`src/shooter_pkg.sv`:
```
`default_nettype none

package shooter_pkg;

	typedef logic [3:0] heading_t;   // 16 steps of 22.5 degrees
	typedef logic [8:0] dist_t;      // Radial distance from the ship
	typedef logic [3:0] points_t;
	typedef logic [19:0] bcd_score_t;

	typedef enum logic [1:0] {
		WPN_SPREAD,   // Five bullets
		WPN_TRIPLE,   // Three bullets
		WPN_CANNON    // One heavy bullet
	} weapon_t;

	typedef enum logic [1:0] {
		EN_BRUTE,
		EN_RAIDER,
		EN_DART,
		EN_TITAN
	} enemy_t;

	typedef enum logic [2:0] {
		ST_IDLE,
		ST_FIRE,
		ST_SPAWN,
		ST_MOVE,
		ST_SWEEP,
		ST_DONE
	} step_state_t;

	localparam int SCORE_DIGITS = 5;

	// Indexed by weapon_t
	localparam logic [3:0] BULLET_SPEED [3] = '{4'd7, 4'd5, 4'd4};
	localparam logic [3:0] WEAPON_DAMAGE [3] = '{4'd2, 4'd3, 4'd9};

	// Indexed by enemy_t
	localparam logic [3:0] ENEMY_SPEED [4] = '{4'd3, 4'd4, 4'd5, 4'd1};
	localparam logic [3:0] ENEMY_HEALTH [4] = '{4'd6, 4'd3, 4'd2, 4'd15};
	localparam points_t ENEMY_POINTS [4] = '{4'd6, 4'd3, 4'd2, 4'd15};

	localparam dist_t RANGE_AXIS = 9'd240;   // Headings divisible by 4
	localparam dist_t RANGE_DIAG = 9'd340;   // Remaining even headings
	localparam dist_t RANGE_SKEW = 9'd260;   // Odd headings
	localparam dist_t BREACH_DIST = 9'd15;

	localparam logic [15:0] SPAWN_SEED = 16'hace1;

	// Edge of the field along a heading
	function automatic dist_t range_of(heading_t h);
		if (h[1:0] == 2'b00)
			return RANGE_AXIS;
		else if (!h[0])
			return RANGE_DIAG;
		else
			return RANGE_SKEW;
	endfunction

endpackage

`default_nettype wire

```
`src/pilot_controls.sv`:
```
`timescale 1ns/1ns
`default_nettype none

module pilot_controls
	import shooter_pkg::*;
(
	input  logic     CLK,
	input  logic     RESET,
	input  logic     fire,            // Active low, asynchronous
	input  logic     rotate_cw,
	input  logic     rotate_ccw,
	input  logic     weapon_switch,
	input  logic     fire_take,       // Pending shot consumed by the step
	output heading_t heading,
	output weapon_t  weapon,
	output logic     fire_pending
);

	logic [3:0] sync_a;      // Bit order is fire, cw, ccw, switch from bit 0
	logic [3:0] sync_b;
	logic [3:0] sync_prev;   // Last synchronized level for edge detection
	logic [3:0] press;

	always_ff @(posedge CLK) begin
		if (RESET) begin
			sync_a <= '1;          // Buttons idle high
			sync_b <= '1;
			sync_prev <= '1;
		end else begin
			sync_a <= {weapon_switch, rotate_ccw, rotate_cw, fire};
			sync_b <= sync_a;
			sync_prev <= sync_b;
		end
	end

	assign press = sync_prev & ~sync_b;   // High to low

	function automatic weapon_t next_weapon(weapon_t w);
		case (w)
			WPN_SPREAD: return WPN_TRIPLE;
			WPN_TRIPLE: return WPN_CANNON;
			default:    return WPN_SPREAD;
		endcase
	endfunction

	always_ff @(posedge CLK) begin
		if (RESET) begin
			heading <= '0;
			weapon <= WPN_SPREAD;
			fire_pending <= 1'b0;
		end else begin
			// Clockwise lowers the heading and both at once cancel
			heading <= heading + heading_t'(press[2]) - heading_t'(press[1]);
			if (press[3])
				weapon <= next_weapon(weapon);
			if (press[0])
				fire_pending <= 1'b1;   // A new press outranks the take
			else if (fire_take)
				fire_pending <= 1'b0;
		end
	end

endmodule

`default_nettype wire

```
`src/step_sequencer.sv`:
```
`timescale 1ns/1ns
`default_nettype none

module step_sequencer
	import shooter_pkg::*;
#(
	parameter int TICK_CYCLES = 64,
	parameter int BULLET_SLOTS = 20
) (
	input  logic                            CLK,
	input  logic                            RESET,
	input  logic                            fire_pending,
	output logic                            fire_take,
	output logic                            spawn_en,
	output logic                            move_en,
	output logic                            sweep_en,
	output logic [$clog2(BULLET_SLOTS)-1:0] sweep_slot,
	output logic                            step_done
);

	localparam int TICK_W = (TICK_CYCLES > 1) ? $clog2(TICK_CYCLES) : 1;
	localparam int SLOT_W = $clog2(BULLET_SLOTS);

	step_state_t       state;
	logic [TICK_W-1:0] tick_cnt;
	logic              tick;

	assign tick = (tick_cnt == TICK_W'(TICK_CYCLES - 1));

	// Free running game tick divider
	always_ff @(posedge CLK) begin
		if (RESET)
			tick_cnt <= '0;
		else if (tick)
			tick_cnt <= '0;
		else
			tick_cnt <= tick_cnt + 1'b1;
	end

	always_ff @(posedge CLK) begin
		if (RESET) begin
			state <= ST_IDLE;
			sweep_slot <= '0;
		end else begin
			case (state)
				ST_IDLE: begin
					if (tick)
						state <= ST_FIRE;
				end
				ST_FIRE:  state <= ST_SPAWN;
				ST_SPAWN: state <= ST_MOVE;
				ST_MOVE: begin
					state <= ST_SWEEP;
					sweep_slot <= '0;
				end
				ST_SWEEP: begin
					if (sweep_slot == SLOT_W'(BULLET_SLOTS - 1))
						state <= ST_DONE;   // Last slot probed
					else
						sweep_slot <= sweep_slot + 1'b1;
				end
				ST_DONE:  state <= ST_IDLE;
				default:  state <= ST_IDLE;
			endcase
		end
	end

	assign fire_take = (state == ST_FIRE) && fire_pending;
	assign spawn_en = (state == ST_SPAWN);
	assign move_en = (state == ST_MOVE);
	assign sweep_en = (state == ST_SWEEP);
	assign step_done = (state == ST_DONE);

	// A step must finish before the next tick
	a_tick_idle: assert property (@(posedge CLK) disable iff (RESET)
		tick |-> state == ST_IDLE)
		else $error("Game tick arrived during a step");

	a_tick_len: assert property (@(posedge CLK) TICK_CYCLES > BULLET_SLOTS + 4)
		else $error("TICK_CYCLES too short for one step");

endmodule

`default_nettype wire

```
`src/bullet_pool.sv`:
```
`timescale 1ns/1ns
`default_nettype none

module bullet_pool
	import shooter_pkg::*;
#(
	parameter int BULLET_SLOTS = 20
) (
	input  logic                            CLK,
	input  logic                            RESET,
	input  logic                            fire_take,
	input  weapon_t                         weapon,
	input  heading_t                        heading,
	input  logic                            move_en,
	input  logic                            sweep_en,
	input  logic [$clog2(BULLET_SLOTS)-1:0] sweep_slot,
	input  logic                            hit,
	output logic                            probe_valid,
	output heading_t                        probe_heading,
	output dist_t                           probe_dist,
	output weapon_t                         probe_weapon
);

	// Spread offsets whose tail also serves triple and cannon
	localparam heading_t SHOT_OFS [5] = '{4'd2, 4'd14, 4'd1, 4'd15, 4'd0};

	logic [BULLET_SLOTS-1:0] live;
	heading_t                b_head [BULLET_SLOTS];
	dist_t                   b_dist [BULLET_SLOTS];
	weapon_t                 b_wpn [BULLET_SLOTS];
	logic [BULLET_SLOTS-1:0] fill;                    // Slot takes a new bullet
	heading_t                fill_head [BULLET_SLOTS];

	function automatic logic [2:0] first_shot(weapon_t w);
		case (w)
			WPN_SPREAD: return 3'd0;
			WPN_TRIPLE: return 3'd2;
			default:    return 3'd4;
		endcase
	endfunction

	// Hand out the shots to free slots starting at the lowest
	always_comb begin
		logic [2:0] k;
		k = first_shot(weapon);
		for (int i = 0; i < BULLET_SLOTS; i++) begin
			fill[i] = 1'b0;
			fill_head[i] = heading;
			if (!live[i] && k < 3'd5) begin
				fill[i] = 1'b1;
				fill_head[i] = heading + SHOT_OFS[k];
				k = k + 3'd1;
			end
		end
	end

	always_ff @(posedge CLK) begin
		if (RESET) begin
			live <= '0;
		end else begin
			for (int i = 0; i < BULLET_SLOTS; i++) begin
				if (fire_take && fill[i])
					live[i] <= 1'b1;
				else if (move_en && live[i] && b_dist[i] >= range_of(b_head[i]))
					live[i] <= 1'b0;   // Left the field
			end
			if (hit)
				live[sweep_slot] <= 1'b0;   // Bullet spent on an enemy
		end
	end

	always_ff @(posedge CLK) begin
		for (int i = 0; i < BULLET_SLOTS; i++) begin
			if (fire_take && fill[i]) begin
				b_head[i] <= fill_head[i];
				b_dist[i] <= '0;
				b_wpn[i] <= weapon;
			end else if (move_en && live[i]) begin
				b_dist[i] <= b_dist[i] + dist_t'(BULLET_SPEED[b_wpn[i]]);
			end
		end
	end

	assign probe_valid = sweep_en && live[sweep_slot];
	assign probe_heading = b_head[sweep_slot];
	assign probe_dist = b_dist[sweep_slot];
	assign probe_weapon = b_wpn[sweep_slot];

	// Enemy side may only answer a live probe
	a_hit_probe: assert property (@(posedge CLK) disable iff (RESET)
		hit |-> probe_valid)
		else $error("Hit without a valid probe");

endmodule

`default_nettype wire

```
`src/enemy_pool.sv`:
```
`timescale 1ns/1ns
`default_nettype none

module enemy_pool
	import shooter_pkg::*;
#(
	parameter int ENEMY_SLOTS = 8
) (
	input  logic     CLK,
	input  logic     RESET,
	input  logic     spawn_en,
	input  logic     move_en,
	input  logic     probe_valid,
	input  heading_t probe_heading,
	input  dist_t    probe_dist,
	input  weapon_t  probe_weapon,
	output logic     hit,
	output logic     kill,
	output enemy_t   kill_type
);

	localparam int IDX_W = (ENEMY_SLOTS > 1) ? $clog2(ENEMY_SLOTS) : 1;

	logic [ENEMY_SLOTS-1:0] live;
	enemy_t                 e_type [ENEMY_SLOTS];
	heading_t               e_head [ENEMY_SLOTS];
	dist_t                  e_dist [ENEMY_SLOTS];
	logic [3:0]             e_health [ENEMY_SLOTS];
	logic [15:0]            lfsr;         // Spawn generator
	logic                   free_found;
	logic [IDX_W-1:0]       free_idx;
	logic [IDX_W-1:0]       hit_idx;
	logic [3:0]             damage;
	heading_t               spawn_head;
	enemy_t                 spawn_type;

	// Scan from the top so the lowest matching slot wins
	always_comb begin
		hit = 1'b0;
		hit_idx = '0;
		free_found = 1'b0;
		free_idx = '0;
		for (int i = ENEMY_SLOTS - 1; i >= 0; i--) begin
			if (probe_valid && live[i] && e_head[i] == probe_heading &&
					e_dist[i] <= probe_dist) begin
				hit = 1'b1;
				hit_idx = IDX_W'(i);
			end
			if (!live[i]) begin
				free_found = 1'b1;
				free_idx = IDX_W'(i);
			end
		end
	end

	assign damage = WEAPON_DAMAGE[probe_weapon];
	assign kill = hit && (damage >= e_health[hit_idx]);
	assign kill_type = e_type[hit_idx];

	assign spawn_head = lfsr[3:0];
	assign spawn_type = enemy_t'(lfsr[5:4]);

	always_ff @(posedge CLK) begin
		if (RESET) begin
			live <= '0;
			lfsr <= SPAWN_SEED;
		end else begin
			if (spawn_en)
				lfsr <= {lfsr[14:0], lfsr[15] ^ lfsr[13] ^ lfsr[12] ^ lfsr[10]};
			for (int i = 0; i < ENEMY_SLOTS; i++) begin
				if (spawn_en && free_found && free_idx == IDX_W'(i))
					live[i] <= 1'b1;
				else if (move_en && live[i] && e_dist[i] < BREACH_DIST)
					live[i] <= 1'b0;   // Reached the ship
				else if (kill && hit_idx == IDX_W'(i))
					live[i] <= 1'b0;
			end
		end
	end

	always_ff @(posedge CLK) begin
		for (int i = 0; i < ENEMY_SLOTS; i++) begin
			if (spawn_en && free_found && free_idx == IDX_W'(i)) begin
				e_type[i] <= spawn_type;
				e_head[i] <= spawn_head;
				e_dist[i] <= range_of(spawn_head);   // Appears at the field edge
				e_health[i] <= ENEMY_HEALTH[spawn_type];
			end else if (move_en && live[i] && e_dist[i] >= BREACH_DIST) begin
				e_dist[i] <= e_dist[i] - dist_t'(ENEMY_SPEED[e_type[i]]);
			end else if (hit && !kill && hit_idx == IDX_W'(i)) begin
				e_health[i] <= e_health[i] - damage;
			end
		end
	end

	a_kill_hit: assert property (@(posedge CLK) disable iff (RESET)
		kill |-> hit)
		else $error("Kill without a hit");

endmodule

`default_nettype wire

```
`src/score_keeper.sv`:
```
`timescale 1ns/1ns
`default_nettype none

module score_keeper
	import shooter_pkg::*;
(
	input  logic       CLK,
	input  logic       RESET,
	input  logic       fire_take,
	input  logic       kill,
	input  enemy_t     kill_type,
	output bcd_score_t score_bcd
);

	points_t    kill_pts;
	logic [4:0] add_pts;      // Up to 16 if both strobes coincide
	bcd_score_t score_next;

	assign kill_pts = kill ? ENEMY_POINTS[kill_type] : 4'd0;
	assign add_pts = {4'd0, fire_take} + {1'b0, kill_pts};

	// Decimal carry chain where the top carry drops so the score wraps
	always_comb begin
		logic [4:0] carry;
		logic [4:0] sum;
		carry = add_pts;
		for (int d = 0; d < SCORE_DIGITS; d++) begin
			sum = {1'b0, score_bcd[4*d +: 4]} + carry;
			if (sum >= 5'd20) begin
				score_next[4*d +: 4] = 4'(sum - 5'd20);
				carry = 5'd2;
			end else if (sum >= 5'd10) begin
				score_next[4*d +: 4] = 4'(sum - 5'd10);
				carry = 5'd1;
			end else begin
				score_next[4*d +: 4] = sum[3:0];
				carry = 5'd0;
			end
		end
	end

	always_ff @(posedge CLK) begin
		if (RESET)
			score_bcd <= '0;
		else if (fire_take || kill)
			score_bcd <= score_next;
	end

	for (genvar g = 0; g < SCORE_DIGITS; g++) begin : g_digit_chk
		a_digit: assert property (@(posedge CLK) disable iff (RESET)
			score_bcd[4*g +: 4] <= 4'd9)
			else $error("Score digit %0d out of range", g);
	end

endmodule

`default_nettype wire

```
`src/shooter_top.sv`:
```
`timescale 1ns/1ns
`default_nettype none

module shooter_top #(
	parameter int TICK_CYCLES = 64,
	parameter int BULLET_SLOTS = 20,
	parameter int ENEMY_SLOTS = 8
) (
	input  logic                   CLK,
	input  logic                   RESET,
	input  logic                   fire,
	input  logic                   rotate_cw,
	input  logic                   rotate_ccw,
	input  logic                   weapon_switch,
	output shooter_pkg::heading_t  heading,
	output shooter_pkg::weapon_t   weapon,
	output shooter_pkg::bcd_score_t score_bcd,
	output logic                   kill,
	output shooter_pkg::enemy_t    kill_type,
	output logic                   step_done
);

	logic                            fire_pending;
	logic                            fire_take;
	logic                            spawn_en;
	logic                            move_en;
	logic                            sweep_en;
	logic [$clog2(BULLET_SLOTS)-1:0] sweep_slot;
	logic                            probe_valid;   // Bullet under test this cycle
	shooter_pkg::heading_t           probe_heading;
	shooter_pkg::dist_t              probe_dist;
	shooter_pkg::weapon_t            probe_weapon;
	logic                            hit;

	pilot_controls u_pilot_controls (
		.CLK(CLK), .RESET(RESET),
		.fire(fire), .rotate_cw(rotate_cw), .rotate_ccw(rotate_ccw),
		.weapon_switch(weapon_switch), .fire_take(fire_take),
		.heading(heading), .weapon(weapon), .fire_pending(fire_pending)
	);

	step_sequencer #(.TICK_CYCLES(TICK_CYCLES), .BULLET_SLOTS(BULLET_SLOTS)) u_step_sequencer (
		.CLK(CLK), .RESET(RESET), .fire_pending(fire_pending),
		.fire_take(fire_take), .spawn_en(spawn_en), .move_en(move_en),
		.sweep_en(sweep_en), .sweep_slot(sweep_slot), .step_done(step_done)
	);

	bullet_pool #(.BULLET_SLOTS(BULLET_SLOTS)) u_bullet_pool (
		.CLK(CLK), .RESET(RESET),
		.fire_take(fire_take), .weapon(weapon), .heading(heading),
		.move_en(move_en), .sweep_en(sweep_en), .sweep_slot(sweep_slot), .hit(hit),
		.probe_valid(probe_valid), .probe_heading(probe_heading),
		.probe_dist(probe_dist), .probe_weapon(probe_weapon)
	);

	enemy_pool #(.ENEMY_SLOTS(ENEMY_SLOTS)) u_enemy_pool (
		.CLK(CLK), .RESET(RESET),
		.spawn_en(spawn_en), .move_en(move_en),
		.probe_valid(probe_valid), .probe_heading(probe_heading),
		.probe_dist(probe_dist), .probe_weapon(probe_weapon),
		.hit(hit), .kill(kill), .kill_type(kill_type)
	);

	score_keeper u_score_keeper (
		.CLK(CLK), .RESET(RESET),
		.fire_take(fire_take), .kill(kill), .kill_type(kill_type),
		.score_bcd(score_bcd)
	);

endmodule

`default_nettype wire

```
`config.mk`:
```
export PLATFORM = sky130hd
export DESIGN_NAME = shooter_top
export DESIGN_NICKNAME = d
export VERILOG_FILES = /design/src/shooter_pkg.sv /design/src/pilot_controls.sv /design/src/step_sequencer.sv /design/src/bullet_pool.sv /design/src/enemy_pool.sv /design/src/score_keeper.sv /design/src/shooter_top.sv
export SDC_FILE = /design/constraint.sdc
export NUM_CORES = 2
export LEC_CHECK = 0
export BUFFER_PORTS_ARGS = -buffer_cell sky130_fd_sc_hd__buf_2
export CORE_UTILIZATION = 59
export CTS_CLUSTER_DIAMETER = 200
export DETAILED_ROUTE_END_ITERATION = 10
export GPL_TIMING_DRIVEN = 0
export PLACE_DENSITY = 0.9
export SYNTH_ARGS = -nofsm -noshare
export SYNTH_HDL_FRONTEND = slang
export SYNTH_HIERARCHICAL = 1
export SYNTH_SLANG_ARGS = --single-unit
```
`constraint.sdc`:
```
create_clock -name CLK -period 16.6 [get_ports CLK]
set_input_delay 3.32 -clock CLK [delete_from_list [all_inputs] [get_ports CLK]]
set_output_delay 3.32 -clock CLK [all_outputs]
set_load 0.03 [all_outputs]
```
* Yosys cells after proc, flatten, opt, wreduce, memory -nomap -nowiden
Memory sizes are Yosys's and may differ from the RTL's. A register that Yosys moved wholly into a read port is not among the register bits.
Index checks and enable logic that the tools add are counted.
W data, S select, Z words.
** Word-level totals
- Register bits :: 97
- Memory bits (writable) :: 452
- Output and inout port bits :: 30
- Word-level logic and storage cells :: 1344
- Bits in read-only memories :: 640
- Memories :: 27
** Operators by class
- Add/subtract/negate cells :: 95
- Equal/unequal tests :: 33
- Bitwise logic cells :: 94
- $lt $le $gt $ge :: 128
- Muxes and demuxes :: 708
- Reductions and logical operators :: 239
** Memories
- u_bullet_pool.b_dist :: depth 20, width 9, rd ports 21, clocked after Yosys merged registers in 1, write ports 20, RTL line bullet_pool.sv:29 : dist_t b_dist [BULLET_SLOTS];
- u_bullet_pool.b_head :: depth 20, width 4, rd ports 21, clocked after Yosys merged registers in 1, write ports 20, RTL line bullet_pool.sv:28 : heading_t b_head [BULLET_SLOTS];
- u_enemy_pool.e_dist :: depth 8, width 9, rd ports 8, clocked after Yosys merged registers in 0, write ports 8, RTL line enemy_pool.sv:27 : dist_t e_dist [ENEMY_SLOTS];
- u_bullet_pool.b_wpn :: depth 20, width 2, rd ports 21, clocked after Yosys merged registers in 1, write ports 20, RTL line bullet_pool.sv:30 : weapon_t b_wpn [BULLET_SLOTS];
- (name not given) :: depth 8, width 4, rd ports 1, clocked after Yosys merged registers in 0, write ports 0, RTL line bullet_pool.sv:51 : fill_head[i] = heading + SHOT_OFS[k];
- (name not given) :: depth 8, width 4, rd ports 1, clocked after Yosys merged registers in 0, write ports 0, RTL line bullet_pool.sv:51
- 21 more memories
** Operators by type and width (count)
- $mux W9 :: 97
- $mux W4 :: 155
- $mux W1 :: 321
- $bmux W4 S2 :: 31
- $add A9 B4 Y9 :: 20
- $ge A9 B9 Y1 :: 20
- $mux W3 :: 58
- $logic_and A1 B1 Y1 :: 158
- $mux W7 :: 21
- $ge A3 B3 Y1 const B :: 31
- $not A2 Y3 :: 31
- $add A4 B4 Y4 :: 20
- $ge A4 B4 Y1 const B :: 20
- $not A3 Y4 :: 20
- $ge A9 B4 Y1 const B :: 8
- $le A9 B9 Y1 :: 8
- $lt A9 B4 Y1 const B :: 8
- $sub A9 B4 Y9 :: 8
- $lt A3 B3 Y1 const B :: 20
- $add A3 B1 Y3 const B :: 19
- $reduce_or A4 Y1 :: 14
- $mux W5 :: 11
- $logic_not A2 Y1 :: 22
- $or A1 B1 Y1 :: 36
- 43 further kinds :: 140

* Longest topological paths before layout
- Word-level depth :: 72
- Mapped depth :: 91
- Depth with buffers taken out :: 87

* By module
The synthesis kept the hierarchy.
** By module, submodules not included
- bullet_pool :: cells an instance 2626, instances 1, seq. area each 9409.0 um^2, area each 26409.1 um^2
- enemy_pool :: cells an instance 1188, instances 1, seq. area each 5044.8 um^2, area each 12224.2 um^2
- score_keeper :: cells an instance 258, instances 1, seq. area each 400.4 um^2, area each 1999.4 um^2
- pilot_controls :: cells an instance 64, instances 1, seq. area each 380.4 um^2, area each 690.7 um^2
- step_sequencer :: cells an instance 70, instances 1, seq. area each 280.3 um^2, area each 655.6 um^2

* Least setup slack after synthesis
No wires, ideal clock.
- Kind :: register to register
- Start point :: reg u_pilot_controls.weapon[1]
- End point :: mem u_bullet_pool/b_head[19][3] (netlist name), data pin
- Required time :: 16.321 ns
- Clock period less this slack :: 16.858 ns
- Setup time :: 0.279 ns
- Setup slack :: -0.258 ns
- Path buffers :: 4
- Arrival :: 16.579 ns
- Cell stages (with the launch flop) :: 80
- Path through :: dfxtp_1 > buf_6 > or2_2 > o21a_1 > ha_1 > nor2b_1 > and3_1 > or3_1 > buf_2 > buf_2 > o21ai_0 > and2_1 > inv_1 > ha_1 > o211a_1 > o311ai_2 > nand2_1 > ha_1 > [... 44 more ...] > a32o_1 > ha_1 > nor2b_1 > and2_1 > a211o_1 > ha_1 > nor2b_1 > and3_1 > o21a_1 > o21a_1 > o21ai_0 > inv_1 > ha_1 > a21o_1 > a21o_1 > or3_1 > a21oi_1 > xor2_1
** RTL lines
- from (decl) :: RTL line pilot_controls.sv:15 : output weapon_t weapon,
- from (signal assigned) :: RTL line pilot_controls.sv:55 : weapon <= next_weapon(weapon);
- to (decl) :: RTL line bullet_pool.sv:28

==> impl_results.md <==
* Main flop type after synthesis: edfxtp_1
* HP Class: register to register
* WP data arrival at 16.84 ns
* Area grow syn2layout at 12.09%
* Grt ovf at 0
* Port bufs at 35
* Max-cap violations at 0
* Crit end category: register
* # IOs at 36
* Via count at 36192
* WL/cell at 23.94 um
* Final GP Congestion at 1.026
* CTS sink cnt at 549
* Top post-synthesis cells by area: edfxtp_1 (32%), ha_1 (12%), dfxtp_1 (4.6%)
* Vias in the first global route at 35124
* Layout cells sized above 1 at 0.1505
* Ys async rst share at 0
* Crit-path max FO at 10
* Largest family of logic cells by synthesized area: simple AND/OR/NAND/NOR gates
* Deepest clock path buffer count at 3
* Total global-route track usage at 0.3478
* Inst Count DP at 5181
* Final WS setup at 0.1141 ns
* Internal reg-to-reg setup slack at 0.11 ns
* Fin Clk Skew at 0.03559 ns
* CP max stage cell: or4_1
* Worst slack, placed at -3.142 ns
* Largest net degree at the start of global routing at 27
* First-pass GRT wire length at 194500 um
* DRC at 0
* Worst skew pair latency at 0.64 ns
* Post-synth EDFFs at 452
* Max Slew Vio Count at 0
* Number of synthesized register bits at 549
* WL final at 128800 um
* Final HPWL DP at 87510 um
* Post-synthesis adder-cell area fraction at 0.1527
* Worst r2r path cells at 82
* Final Setup Violations at 0
* Diode count at 0
* Clock Root Buffer: clkbuf_16
* Die area at 72220 um^2
* Initial DRC Count at 5108
* Period utilization at 0.9931
* F_max at 60.66 MHz
* Initial antenna violation count at 0
* Syn Inst Count at 4206
* WS Path Type: register to register
* Pre-Repair DR Iteration Count at 10
* Slew Limit Headroom at 0.01052
* Chip Width at 268.7 um
* Worst hold start: u_pilot_controls/sync_a[1]
* Row count at 97
* Hold Fails Final Rpt at 0
* Core area at 70270 um^2
* Complex-gate fraction of the synthesized area at 0.1301
* Worst setup SP type: register
* Cell taking the most area after synthesis: edfxtp_1
* Net Count, Synth at 4687
* Depth of the CTS H-tree at 2
* Hold path depth at 1
* Via-to-Cell Ratio at 6.730
* R2R Path End: u_bullet_pool/b_head[19][3]
* Synth unique cells at 136
* Setup TNS at 0 ns
* Layout net count at 4868
* Syn_area_per_cell at 9.981 um^2
* Routed Antenna Nets at 0
* Number of buffers created by CTS at 59
* Top cell type's share of synthesized area at 0.3233
* CTS tree: built
* Seq/Total Area, Yosys at 0.3696
* Final min period at 16.49 ns
* Final std cells w/o fill at 5378
* Worst r2r src: u_pilot_controls/weapon[1]
* Post-Synth Simple-Gate Area at 0.1695
* Initial Utilization at 0.5974
* Xor and xnor area share after synthesis at 0.05901
* Ys Warns at 6
* Slew @ Worst Pin at 1.484 ns
* Critical Path RT at 16.96 ns
* Status: completed
* Cell Area, Synth at 41980 um^2
* Hold endpoint: u_pilot_controls/sync_b[1]
* Largest stage delay, worst path at 0.52 ns
* Post-CTS Hold Fix Bufs at 0
* Multiplexer share of the synthesized area at 0.06861
* Die span in y at 268.7 um
* Clk pin slew, worst setup/hold paths at 0.06 ns
==> cells in the final DEF, fill, tap and decap left out, types with 93 or more instances in the layout <==
| cell | count |
|---|---|
| o21ai_0 | 108 |
| xor2_1 | 130 |
| edfxtp_1 | 452 |
| inv_1 | 370 |
| a21oi_1 | 212 |
| nand2_1 | 322 |
| buf_4 | 93 |
| nor2b_1 | 142 |
| xnor2_1 | 145 |
| ha_1 | 403 |
| clkbuf_1 | 96 |
| nor2_1 | 373 |
| nor3_1 | 93 |
==> cells by family after synthesis <==
family / after synthesis
flip-flops: 549
AND/OR/NAND/NOR: 1409
AO/OA/AOI/OAI: 770
multiplexers: 179
XOR/XNOR: 282
buffers and inverters: 541
adder cells (fa/ha/maj): 476
==> cells in the mapped netlist (28+ instances only) <==
cell / instances
and3_1: 62
o21ai_0: 114
clkbuf_1: 106
dfxtp_1: 97
a21o_1: 64
inv_1: 382
ha_1: 414
mux2i_1: 42
nor2_1: 382
fa_1: 61
nor2b_1: 147
a21oi_1: 224
nor3_1: 102
nand2b_1: 53
mux4_2: 80
edfxtp_1: 452
xnor2_1: 148
xor2_1: 133
o211ai_1: 28
mux2_2: 45
nand2_1: 323
and2_1: 36
or2_2: 60
a211oi_1: 35
nand3_1: 88
==> state kept, by name, summed over array words and instances (netlist names), 16 cells and up <==
register                  cells
u_bullet_pool/b_wpn          40
u_enemy_pool/e_head          32
u_enemy_pool/lfsr            16
u_score_keeper/score_bcd     20
u_bullet_pool/b_head         80
u_bullet_pool/b_dist        180
u_enemy_pool/e_dist          72
u_bullet_pool/live           20
u_enemy_pool/e_health        32
u_enemy_pool/e_type          16
==> per-layer routing <==
metal | global-route usage | vias to the layer above | wire [um]
li1 | - | 15525 | -
met1 | 0.4155 | 17091 | 44390
met2 | 0.5486 | 2786 | 57210
met3 | 0.09826 | 790 | 16450
met4 | 0.2308 | 0 | 10730
met5 | 0 | - | 0
==> through the flow <==
step                      hold WS [ns]  area [um^2]    util
after floorplan                 0.3895        41990       -
after global placement          0.3939        43340  0.6168
after detailed placement        0.3966        43350  0.6168
after CTS                       0.4026        46190  0.6573
after global routing            0.4111        47060  0.6696
final                           0.4118        47060  0.6696
==> worst max path at each step <==
| stage | startpoint | to | slack (ns) |
|---|---|---|---|
| 3_5_place_dp | u_step_sequencer/sweep_slot[0] | u_score_keeper/score_bcd[17] | -3.14 |
| 3_3_place_gp | u_step_sequencer/sweep_slot[0] | u_score_keeper/score_bcd[17] | -2.61 |
| 6_report | u_pilot_controls/weapon[1] | u_bullet_pool/b_head[19][3] | 0.11 |
| 2_1_floorplan | u_pilot_controls/weapon[1] | u_bullet_pool/b_head[19][3] | 0.03 |
| 4_1_cts | u_pilot_controls/weapon[1] | u_bullet_pool/b_head[19][3] | 0.002 |
| 5_1_grt | u_pilot_controls/weapon[1] | u_bullet_pool/b_head[19][3] | -0.27 |
==> area by class of cell <==
class / instances / area (um^2)
sequential: 549 / 15530
fill: 4728 / 23220
clock buffer: 80 / 1678
buffer: 143 / 755.7
timing repair buffer: 127 / 1035
multi-input combinational: 3116 / 25080
clock inverter: 32 / 300.3
tap: 940 / 1176
inverter: 391 / 1500
==> timing repair <==
action / 4_1_cts / 5_1_grt
gates resized for setup: 136 / 121
pin swaps: 18 / 35
setup buffers: 40 / 52
endpoints found under the setup margin: 49 / 25
==> critical path: cells and delay by family, from the launching register on <==
family / cells / cell delay, ns
compound gates: 26 / 4.90
xor+xnor: 2 / 0.29
fa+ha+maj: 14 / 3.44
buf+inv: 15 / 1.60
flops: 1 / 0.41
simple gates: 25 / 5.55
Power is left out: the tool's default activity adds up to more than one toggle a clock period on the data nets, which glitch-free logic cannot reach.
